--- src/common/eepromPkg.sv ---
`default_nettype none

package eepromPkg;

   localparam int ByteWidth  = 8;                       // Serial byte
   localparam int AddrBytes  = 2;                       // Address bytes after READ/WRITE
   localparam int CmdBits    = 8;                       // Opcode length
   localparam int IndexWidth = 8;                       // Byte index within a frame, saturating

   // Instruction set, sent MSB first as the first byte of a frame
   typedef enum logic [CmdBits-1:0] {
      WRSR  = 8'h01,                                    // Write status (BP bits only)
      WRITE = 8'h02,                                    // Page write
      READ  = 8'h03,                                    // Sequential read
      WRDI  = 8'h04,                                    // Write disable
      RDSR  = 8'h05,                                    // Read status
      WREN  = 8'h06                                     // Write enable
   } opcodeT;

   typedef enum logic [1:0] {
      SeqIdle,                                          // Waiting for opcode
      SeqAddr,                                          // Collecting address bytes
      SeqData,                                          // Data or status stream
      SeqIgnore                                         // Unknown opcode or busy
   } seqStateT;

   typedef enum logic [1:0] {
      ProgIdle,
      ProgCommit                                        // Writing buffered bytes out
   } progStateT;

   // 00 none, 01 upper quarter, 10 upper half, 11 whole array
   typedef logic [1:0] protectT;

endpackage

`default_nettype wire
--- src/common/eepromIfs.sv ---
`timescale 1ns/1ps
`default_nettype none

// Byte-level view of the serial frame
interface frameIf import eepromPkg::*; ();
   logic                  frameStart;
   logic                  byteStrobe;
   logic [ByteWidth-1:0]  rxByte;
   logic [IndexWidth-1:0] byteIndex;
   logic                  frameEnd;
   logic                  aligned;                      // Whole bytes only

   modport source (output frameStart, byteStrobe, rxByte, byteIndex, frameEnd, aligned);
   modport sink   (input  frameStart, byteStrobe, rxByte, byteIndex, frameEnd, aligned);
endinterface

// Array read port, data one cycle after the strobe
interface memReadIf import eepromPkg::*; #(parameter int AddrWidth = 10) ();
   logic                 rdStrobe;
   logic [AddrWidth-1:0] rdAddr;
   logic                 rdValid;
   logic [ByteWidth-1:0] rdData;

   modport requester (output rdStrobe, rdAddr);
   modport responder (input  rdStrobe, rdAddr, output rdValid, rdData);
endinterface

// Page buffer fill and commit request
interface progIf import eepromPkg::*; #(parameter int AddrWidth = 10) ();
   logic                 bufStart;                      // New write frame, rewind buffer
   logic                 bufStrobe;
   logic [ByteWidth-1:0] bufData;
   logic                 commitStrobe;
   logic [AddrWidth-1:0] startAddr;
   protectT              protect;
   logic                 wip;

   modport source (output bufStart, bufStrobe, bufData, commitStrobe, startAddr, protect,
                   input  wip);
   modport sink   (input  bufStart, bufStrobe, bufData, commitStrobe, startAddr, protect,
                   output wip);
endinterface

`default_nettype wire

--- src/rtl/commandSequencer.sv ---
`timescale 1ns/1ps
`default_nettype none

module commandSequencer import eepromPkg::*; #(
   parameter int AddrWidth = 10,
   parameter int PageBytes = 16
) (
   input  logic                 SCK,
   input  logic                 RESET,
   frameIf.sink                 frame,
   memReadIf.requester          rd,
   progIf.source                prog,
   output logic                 statusStrobe,
   output logic [ByteWidth-1:0] statusByte
);

   localparam int AddrBits = AddrBytes * ByteWidth;

   seqStateT              state;
   opcodeT                opcode;
   logic                  wel;
   protectT               bp;
   protectT               bpNew;
   logic [AddrBits-1:0]   addrReg;
   logic [AddrBits-1:0]   nextAddr;
   logic                  firstByte;
   logic                  addrDone;

   assign firstByte = frame.byteStrobe && (frame.byteIndex == '0);
   assign addrDone  = frame.byteStrobe && (state == SeqAddr) &&
                      (frame.byteIndex == IndexWidth'(AddrBytes));
   assign nextAddr  = {addrReg[AddrBits-ByteWidth-1:0], frame.rxByte};

   assign statusByte   = {4'b0000, bp, wel, prog.wip};
   assign prog.protect = bp;

   // Payload registers
   always_ff @(posedge SCK) begin
      if (firstByte) opcode <= opcodeT'(frame.rxByte);
      if (frame.byteStrobe && state == SeqAddr) addrReg <= nextAddr;   // Upper bits drop off
      if (addrDone) begin
         rd.rdAddr      <= nextAddr[AddrWidth-1:0];
         prog.startAddr <= nextAddr[AddrWidth-1:0];
      end else if (frame.byteStrobe && state == SeqData && opcode == READ) begin
         rd.rdAddr <= rd.rdAddr + 1'b1;                 // Wraps at array end
      end
      if (frame.byteStrobe && state == SeqData) begin
         prog.bufData <= frame.rxByte;
         if (opcode == WRSR && frame.byteIndex == IndexWidth'(1)) bpNew <= frame.rxByte[3:2];
      end
   end

   always_ff @(posedge SCK or posedge RESET) begin
      if (RESET) begin
         state             <= SeqIdle;
         wel               <= 1'b0;
         bp                <= '0;
         rd.rdStrobe       <= 1'b0;
         statusStrobe      <= 1'b0;
         prog.bufStart     <= 1'b0;
         prog.bufStrobe    <= 1'b0;
         prog.commitStrobe <= 1'b0;
      end else begin
         rd.rdStrobe       <= 1'b0;
         statusStrobe      <= 1'b0;
         prog.bufStart     <= 1'b0;
         prog.bufStrobe    <= 1'b0;
         prog.commitStrobe <= 1'b0;

         if (frame.frameStart) begin
            state <= SeqIdle;
         end else if (firstByte) begin
            // While busy only RDSR gets through
            if (frame.rxByte == RDSR) begin
               state        <= SeqData;
               statusStrobe <= 1'b1;
            end else if (prog.wip) begin
               state <= SeqIgnore;
            end else begin
               case (frame.rxByte)
                  READ, WRITE:      state <= SeqAddr;
                  WREN, WRDI, WRSR: state <= SeqData;
                  default:          state <= SeqIgnore;
               endcase
            end
         end else if (addrDone) begin
            state <= SeqData;
            if (opcode == READ) rd.rdStrobe <= 1'b1;    // First read on edge 25
            if (opcode == WRITE && wel) prog.bufStart <= 1'b1;
         end else if (frame.byteStrobe && state == SeqData) begin
            case (opcode)
               RDSR:    statusStrobe   <= 1'b1;         // Status repeats every byte
               READ:    rd.rdStrobe    <= 1'b1;
               WRITE:   prog.bufStrobe <= wel;
               default: ;
            endcase
         end

         if (frame.frameEnd) begin
            state <= SeqIdle;
            if (frame.aligned && state == SeqData && !prog.wip) begin
               case (opcode)
                  WREN: begin
                     if (frame.byteIndex == '0) wel <= 1'b1;
                  end
                  WRDI: begin
                     if (frame.byteIndex == '0) wel <= 1'b0;
                  end
                  WRSR: begin
                     if (frame.byteIndex == IndexWidth'(1) && wel) begin
                        bp  <= bpNew;
                        wel <= 1'b0;
                     end
                  end
                  WRITE: begin
                     // At least one data byte after the address
                     if (frame.byteIndex > IndexWidth'(AddrBytes) && wel) begin
                        prog.commitStrobe <= 1'b1;
                        wel               <= 1'b0;
                     end
                  end
                  default: ;
               endcase
            end
         end
      end
   end

   // A busy write cycle never lets WEL come back
   assert property (@(posedge SCK) disable iff (RESET)
      $rose(wel) |-> !prog.wip);

endmodule

`default_nettype wire

--- src/flat_wrapper.sv ---
// flat-port wrapper written by rule: the top's interface ports become plain ports
module commandSequencer_flat import eepromPkg::*;
#(
   parameter int AddrWidth = 10,
   parameter int PageBytes = 16
)
  (SCK, RESET, statusStrobe, statusByte, frame_frameStart, frame_byteStrobe, frame_rxByte, frame_byteIndex, frame_frameEnd, frame_aligned, rd_rdStrobe, rd_rdAddr, prog_bufStart, prog_bufStrobe, prog_bufData, prog_commitStrobe, prog_startAddr, prog_protect, prog_wip);
  frameIf frame_i ();
  memReadIf #(.AddrWidth(AddrWidth)) rd_i ();
  progIf #(.AddrWidth(AddrWidth)) prog_i ();
  input  logic SCK;
  input  logic RESET;
  output logic statusStrobe;
  output logic [ByteWidth-1:0] statusByte;
  input wire logic [$bits(frame_i.frameStart)-1:0] frame_frameStart;
  input wire logic [$bits(frame_i.byteStrobe)-1:0] frame_byteStrobe;
  input wire logic [$bits(frame_i.rxByte)-1:0] frame_rxByte;
  input wire logic [$bits(frame_i.byteIndex)-1:0] frame_byteIndex;
  input wire logic [$bits(frame_i.frameEnd)-1:0] frame_frameEnd;
  input wire logic [$bits(frame_i.aligned)-1:0] frame_aligned;
  output wire logic [$bits(rd_i.rdStrobe)-1:0] rd_rdStrobe;
  output wire logic [$bits(rd_i.rdAddr)-1:0] rd_rdAddr;
  output wire logic [$bits(prog_i.bufStart)-1:0] prog_bufStart;
  output wire logic [$bits(prog_i.bufStrobe)-1:0] prog_bufStrobe;
  output wire logic [$bits(prog_i.bufData)-1:0] prog_bufData;
  output wire logic [$bits(prog_i.commitStrobe)-1:0] prog_commitStrobe;
  output wire logic [$bits(prog_i.startAddr)-1:0] prog_startAddr;
  output wire logic [$bits(prog_i.protect)-1:0] prog_protect;
  input wire logic [$bits(prog_i.wip)-1:0] prog_wip;
  assign frame_i.frameStart = frame_frameStart;
  assign frame_i.byteStrobe = frame_byteStrobe;
  assign frame_i.rxByte = frame_rxByte;
  assign frame_i.byteIndex = frame_byteIndex;
  assign frame_i.frameEnd = frame_frameEnd;
  assign frame_i.aligned = frame_aligned;
  assign rd_rdStrobe = rd_i.rdStrobe;
  assign rd_rdAddr = rd_i.rdAddr;
  assign prog_bufStart = prog_i.bufStart;
  assign prog_bufStrobe = prog_i.bufStrobe;
  assign prog_bufData = prog_i.bufData;
  assign prog_commitStrobe = prog_i.commitStrobe;
  assign prog_startAddr = prog_i.startAddr;
  assign prog_protect = prog_i.protect;
  assign prog_i.wip = prog_wip;
  commandSequencer #(.AddrWidth(AddrWidth), .PageBytes(PageBytes)) u_core (.SCK(SCK), .RESET(RESET), .frame(frame_i), .rd(rd_i), .prog(prog_i), .statusStrobe(statusStrobe), .statusByte(statusByte));
endmodule
--- config.mk ---
export PLATFORM = sky130hd
export DESIGN_NAME = commandSequencer_flat
export DESIGN_NICKNAME = d
export VERILOG_FILES = /design/src/common/eepromPkg.sv /design/src/common/eepromIfs.sv /design/src/rtl/commandSequencer.sv /design/src/flat_wrapper.sv
export SDC_FILE = /design/constraint.sdc
export NUM_CORES = 1
export LEC_CHECK = 0
export BUFFER_PORTS_ARGS = -buffer_cell sky130_fd_sc_hd__clkbuf_2
export CORE_MARGIN = 5
export CORE_UTILIZATION = 45
export DETAILED_ROUTE_END_ITERATION = 8
export MAX_ROUTING_LAYER = met4
export PLACE_DENSITY = 0.76
export SLEW_MARGIN = 0
export SYNTH_ARGS = -nofsm -noshare
export SYNTH_HDL_FRONTEND = slang
export SYNTH_SLANG_ARGS = --single-unit
--- constraint.sdc ---
create_clock -name SCK -period 2.8 [get_ports SCK]
set_input_delay 0.28 -clock SCK [delete_from_list [all_inputs] [get_ports SCK]]
set_output_delay 0.28 -clock SCK [all_outputs]
set_load 0.005 [all_outputs]
==> metrics.txt, run 1 <==
die width approximately 80 um; Syn Inst Count 169; vias in the first global route 1498; Post-Place Cell Area between 2000 and 3000 um2; WS Path Type flip-flop to flip-flop; gr ovfl total 0; Post-synth EDFFs 40; DR WL/cell roughly 15 um; CP Capture Type flip-flop; Synth Flop Type edfxtp_1; LEAKAGE 1.04 nW; Seq pwr share 0.636; Layout Cells excl Fill 300; most common cell after layout, fill and taps aside clkbuf_2; FP Rows 25; Synth async-reset ratio 0.200; Area growth, synth to finish 20.5%; buffer count from post-CTS setup fixing 0; Clk Latency, worst-skew pair roughly 0.3 ns; most frequent cells in the layout clkbuf_2, edfxtp_1, nor2_1; Mapped Area 2190 um2; core outline area 4720 um2; Register Area 1450 um2; average size of a mapped cell approximately 13 um2; Tot GR Track Use 0.153; Die Y between 70 and 80 um; clock power share 0.328; P_sw roughly 260 uW; CTS H-tree depth 2; CTS clk-pin slew, worst paths about 0.09 ns; Max-cap violations 0; HP Class input pin to flip-flop; die area between 6000 and 7000 um2; status completed; Pint 992 uW; final worst path period share 0.672; total number of vias about 1500; Final min period about 1.9 ns; CP Launch Type flip-flop; drt pass-1 iters 4; power per cell area ~480 nW/um2; Filler Cell Count a little over 400; Final GP Congestion ~0.82; Finished Cell Area 2650 um2; layout cells sized above 1 0.343; Crit Path Max Fanout 10; Net Sw Frac 0.211; Final Max Slew Viols 0; FF+latch count, synth 50; antenna viol nets, final 0; Clock Path Buffers 2; distinct cell type count of the synthesized netlist between 40 and 50; largest net degree at the start of global routing 26; CTS Buf Count 5; initial antenna violation count 0; RSZ-0062 raised after global routing false; violation count after the first detailed-route iteration 152; setup TNS 0 ns; CTS Sinks 50; Ys Warns 0; CTS tree done; routed vias/inst between 5 and 6; CTS root buf clkbuf_8; Placed Cells slightly below 300; Worst Path Required about 2.8 ns; Multi-input gate area 674 um2; post-route clock skew 0.00493 ns; arrival time worst endpoint around 1.9 ns; Diodes inserted 0; I/O pins 66; Residual DRC 0; initial core utilization 0.465; count of final hold-check violations 0; Combinational Power Share 0.037; VDD IR-drop max approximately 0.25 mV; Final setup viols 0; Routed WL roughly 4500 um; DP Wirelength 3320 um; register area share after synthesis 0.661; Fmax 0.531 GHz; number of port buffers approximately 60; NumNets Final around 260; first-pass GRT wire length roughly 7200 um
-- repair_timing --
action                    CTS  global route
hold endpoints to repair   10             0
resized for setup           0             0
hold buffers                1             0
-- layer usage --
| layer | up-vias | global-route usage | share of wire | wire [um] |
|---|---|---|---|---|
| met5 | - | - | 0 | 0 |
| met4 | 0 | 0.0659 | 0.015 | 68 |
| met3 | 6 | 0.0316 | 0.076 | 338 |
| met2 | 66 | 0.237 | 0.46 | 2050 |
| met1 | 727 | 0.195 | 0.45 | 2000 |
| li1 | 742 | - | - | - |
-- worst paths after layout --
kind	cells after the start	to	slack [ns]	startpoint
setup / recovery	4	u_core.rd.rdAddr[5]	0.92	u_core.opcode[3]
hold / removal	2	u_core.rd.rdStrobe	0.22	frame_frameStart
setup reg to reg	4	u_core.rd.rdAddr[5]	0.92	u_core.opcode[3]
hold reg to reg	0	u_core.prog.startAddr[8]	0.48	u_core.addrReg[0]
max in group asynchronous	3	u_core.statusStrobe	2.03	RESET
min in group asynchronous	3	u_core.prog.commitStrobe	0.49	RESET
-- sequential cells by signal, summed over array words and instances, names as in the netlist --
| name | count |
|---|---|
| u_core.prog.bufData | 8 |
| u_core.rd.rdAddr | 10 |
| u_core.wel | 1 |
| u_core.prog.bufStrobe | 1 |
| u_core.rd.rdStrobe | 1 |
| u_core.prog.startAddr | 10 |
| u_core.opcode | 8 |
| u_core.addrReg | 2 |
| u_core.state | 2 |
| u_core.prog.protect | 2 |
| u_core.bpNew | 2 |
| u_core.prog.commitStrobe | 1 |
| u_core.statusStrobe | 1 |
| u_core.prog.bufStart | 1 |
-- kinds of logic (layout without fill, tap and decap cells) --
| logic type | Yosys count | after routing | synth area share |
|---|---|---|---|
| buffers and inverters | 15 | 76 | 0.0399 |
| xor gates and xnor gates | 9 | 9 | 0.0359 |
| other | 1 | 4 | 0.00171 |
| adders and majority gates | 1 | 1 | 0.00570 |
| and+or+nand+nor | 68 | 68 | 0.174 |
| AOI/OAI and AO/OA | 22 | 22 | 0.0661 |
| muxes | 3 | 3 | 0.0154 |
| DFF | 50 | 50 | 0.661 |
-- worst max-delay path, stage by stage, from the launching register on --
cell and delay, ns:
edfxtp_1 0.37, nor3_1 0.37, nand2_1 0.25, o41ai_2 0.35, buf_4 0.24
-- metrics by stage --
stage               utilization  setup slack (ns)  power (mW)  hold WS [ns]
floorplan                     -             0.379       0.834         0.120
global placement          0.539             0.994       0.860         0.256
detailed placement        0.539             0.964       0.861         0.268
CTS                       0.560             0.944        1.26         0.206
global route              0.560             0.870        1.30         0.203
finish                    0.560             0.918        1.26         0.219
-- synth_stat cells, drive strengths merged (3+ instances only) --
| cell | number | area share |
|---|---|---|
| a21oi | 12 | 0.027 |
| edfxtp | 40 | 0.55 |
| dfrtp | 10 | 0.11 |
| nand4 | 3 | 0.0086 |
| buf | 9 | 0.030 |
| nor3 | 5 | 0.011 |
| nor2b | 5 | 0.014 |
| nand3 | 4 | 0.0091 |
| xor2 | 3 | 0.012 |
| nor4 | 4 | 0.018 |
| nor2 | 18 | 0.031 |
| inv | 4 | 0.0068 |
| or4 | 3 | 0.010 |
| xnor2 | 6 | 0.024 |
| nand2 | 11 | 0.019 |
| mux2 | 3 | 0.015 |
-- layout make-up --
cell class / instances / area share
flip-flops and latches: 50 / 0.549
inverters: 4 / 0.00568
clock buffers: 5 / 0.0260
clock inverters: 3 / 0.00804
multi-input cells: 107 / 0.255
repair buffers: 64 / 0.125
well taps: 67 / 0.0317
-- power by group through the flow --
| stage | Sequential, mW | Combinational (mW) | Clock [mW] |
|---|---|---|---|
| 3_5_place_dp | 0.816 | 0.0451 | 0 |
| 2_1_floorplan | 0.816 | 0.0176 | 0 |
| 6_report | 0.799 | 0.0460 | 0.412 |
| 3_3_place_gp | 0.816 | 0.0444 | 0 |
| 5_1_grt | 0.799 | 0.0515 | 0.449 |
| 4_1_cts | 0.799 | 0.0464 | 0.415 |
Note: power is estimated with default switching activity, not from simulation.
==> run 2: changes to the inputs <==
Settings changed: ABC_AREA set to 1, PLACE_DENSITY 0.76 to 0.75.
Clock period 2.8 ns to 1.93 ns, I/O delays scaled along.
==> metrics.txt, run 2 <==
status completed; LEAKAGE 1.27 nW (+23%); setup TNS 0 ns (unchanged); routed vias/inst 4.67 (-9.0%); Diodes inserted 0 (unchanged); P_sw 391 uW (+48%); count of final hold-check violations 0 (unchanged); FF+latch count, synth 50 (unchanged); top-area cell type share of the netlist area 0.505 (-0.0423); CP Capture Type flip-flop; violation count after the first detailed-route iteration 112 (-26%); CTS tree done; HP Class input pin to flip-flop; Clock Path Buffers 2 (unchanged); cell with the most instances on the worst path inv_1; average size of a mapped cell 9.91 um2 (-24%); Combinational Power Share 0.043 (+0.006); Worst Setup EP u_core.bpNew[0]; NumNets Final 330 (+29%); RSZ-0062 raised after global routing false; Post-Place Cell Area 2730 um2 (+7.3%); Syn Inst Count 240 (+42%); Pint 1.44 mW (+45%); die width 82.7 um (+3.6%); Post-synth EDFFs 40 (unchanged); kind of cell adding the most delay to the critical path simple AND/OR/NAND/NOR gates; Clk Latency, worst-skew pair 0.30 ns (about the same); Multi-input gate area 706 um2 (+4.6%); DP Wirelength 3640 um (+9.7%); worst hold slack 0.0936 ns (-0.125 ns); Area growth, synth to finish 19.0%; DR WL/cell 12.2 um (-18%); CP bufs+invs 2 (+1); Worst Hold Path Cells 2 (unchanged); Max stage delay cell, worst path nor4_1; RR Endpoint u_core.bpNew[0]; Filler Cell Count 464 (+13%); RR Startpoint u_core.state[0]; register area share after synthesis 0.610 (-0.0511); Final GP Congestion 0.916 (+12%); Synth Flop Type edfxtp_1; die area 6840 um2 (+7.3%); Net Sw Frac 0.214 (+0.00289); instance count on the critical path 5 (+1); count leader, synth nand2_1; CTS H-tree depth 2 (unchanged); Final min period 1.63 ns (-0.256 ns); initial antenna violation count 0 (unchanged); Routed WL 4610 um (+3.3%); largest net degree at the start of global routing 23 (-12%); core outline area 5110 um2 (+8.1%); final worst path period share 0.842 (+0.170); initial core utilization 0.466 (+0.00107); most common cell after layout, fill and taps aside clkbuf_2; CP max stage delay 0.46 ns (+0.09 ns); power per cell area 648 nW/um2 (+36%); CTS Buf Count 5 (unchanged); layout cells sized above 1 0.283 (-0.0600); biggest regs u_core.prog.startAddr x10, u_core.rd.rdAddr x10; CP Launch Type flip-flop; antenna viol nets, final 0 (unchanged); top cells by count, synth nand2_1, edfxtp_1, inv_1; Crit Path Max Fanout 4 (-6); Area contributors post-synth edfxtp_1, dfrtp_1, nand2_1; Final Max Slew Viols 0 (unchanged); Final Power 1.83 mW (+46%); drt pass-1 iters 4 (unchanged); Finished Cell Area 2830 um2 (+7.0%); Synth async-reset ratio 0.200 (unchanged); FP Rows 26 (+4.0%); buffer count from post-CTS setup fixing 0 (unchanged); Register Area 1450 um2 (unchanged); I/O pins 66 (unchanged); total number of vias 1762 (+14%); CTS clk-pin slew, worst paths 0.09 ns (about the same); post-route clock skew 0.00458 ns (-0.000358 ns); Worst Path Required 1.88 ns (-0.93 ns); Tot GR Track Use 0.147 (-0.00528); reg2reg setup slack 0.30 ns (-0.61 ns); distinct cell type count of the synthesized netlist 27 (-36%); Final setup viols 0 (unchanged); R2R depth 5 (+1); vias in the first global route 1617 (+7.9%); Max-cap violations 0 (unchanged); WS Path Type flip-flop to flip-flop; Die Y 82.7 um (+3.6%); critical path launch point u_core.state[0]; gr ovfl total 0 (unchanged); arrival time worst endpoint 1.58 ns (-0.32 ns); number of port buffers 61 (unchanged); Fmax 0.615 GHz (+16%); first-pass GRT wire length 7200 um (-0.39%); CTS root buf clkbuf_8; VDD IR-drop max 0.555 mV (+120%); most frequent cells in the layout clkbuf_2, nand2_1, edfxtp_1; area leader, netlist edfxtp_1; Residual DRC 0 (unchanged); Ys Warns 0 (unchanged); clock power share 0.324 (-0.004); CTS Sinks 50 (unchanged); Mapped Area 2380 um2 (+8.4%); CP cell instances inv_1 -> nand2_1 -> nor2_2 -> inv_1 -> nor4_1; Seq pwr share 0.633 (-0.003)
[run 2: cell types whose count changed after synthesis, sizes merged, moves of 9 or more]
cell	delta
nor2	+13
a21oi	-9
o21ai	+11
nand2	+42
inv	+36
nand3	+12
[run 2: power by group through the flow]
stage	Clock (mW)	Sequential (mW)	Combinational (mW)
after CTS	0.606	1.16	0.0797
after floorplan	0	1.18	0.0394
after global routing	0.651	1.16	0.0910
final	0.594	1.16	0.0791
after detailed placement	0	1.18	0.0774
after global placement	0	1.18	0.0765
[run 2: layer usage]
metal | share of wire | routed length, um | global-route usage
met1 | 0.44 | 2040 | 0.190
met2 | 0.45 | 2090 | 0.225
met3 | 0.083 | 382 | 0.0293
met4 | 0.020 | 93 | 0.0686
met5 | 0 | 0 | -
[run 2: logic make-up after synthesis]
group                    synth area share
AO/OA/AOI/OAI                      0.0400
flip-flops                          0.610
AND/OR/NAND/NOR                     0.216
XOR/XNOR                           0.0295
buffers and inverters              0.0978
other                             0.00158
adder cells (fa/ha/maj)           0.00526
[run 2: cell type report]
cell class	count	share of cell area
well taps	70	0.0309
flip-flops and latches	50	0.513
repair buffers	66	0.122
clock inverters	3	0.00752
inverters	40	0.0531
multi-input cells	143	0.249
clock buffers	5	0.0243
[run 2: worst min path at each step]
stage | from | to | slack (ns)
3_3_place_gp | RESET | u_core.prog.bufStrobe | 0.17
4_1_cts | frame_frameStart | u_core.statusStrobe | 0.08
5_1_grt | frame_frameStart | u_core.statusStrobe | 0.08
3_5_place_dp | RESET | u_core.prog.bufStart | 0.17
2_1_floorplan | RESET | u_core.prog.bufStart | 0.03
6_report | frame_frameStart | u_core.statusStrobe | 0.09
[run 2: repair_timing]
action,4_1_cts,5_1_grt
hold buffers,1,0
hold endpoints to repair,10,0
gates resized for setup,0,0
[run 2: through the flow]
step | utilization | setup WS [ns] | cells
after floorplan | - | 0.0144 | 243
final | 0.554 | 0.304 | 377
after detailed placement | 0.535 | 0.290 | 368
after CTS | 0.554 | 0.285 | 377
after global routing | 0.554 | 0.180 | 377
after global placement | 0.535 | 0.354 | 368
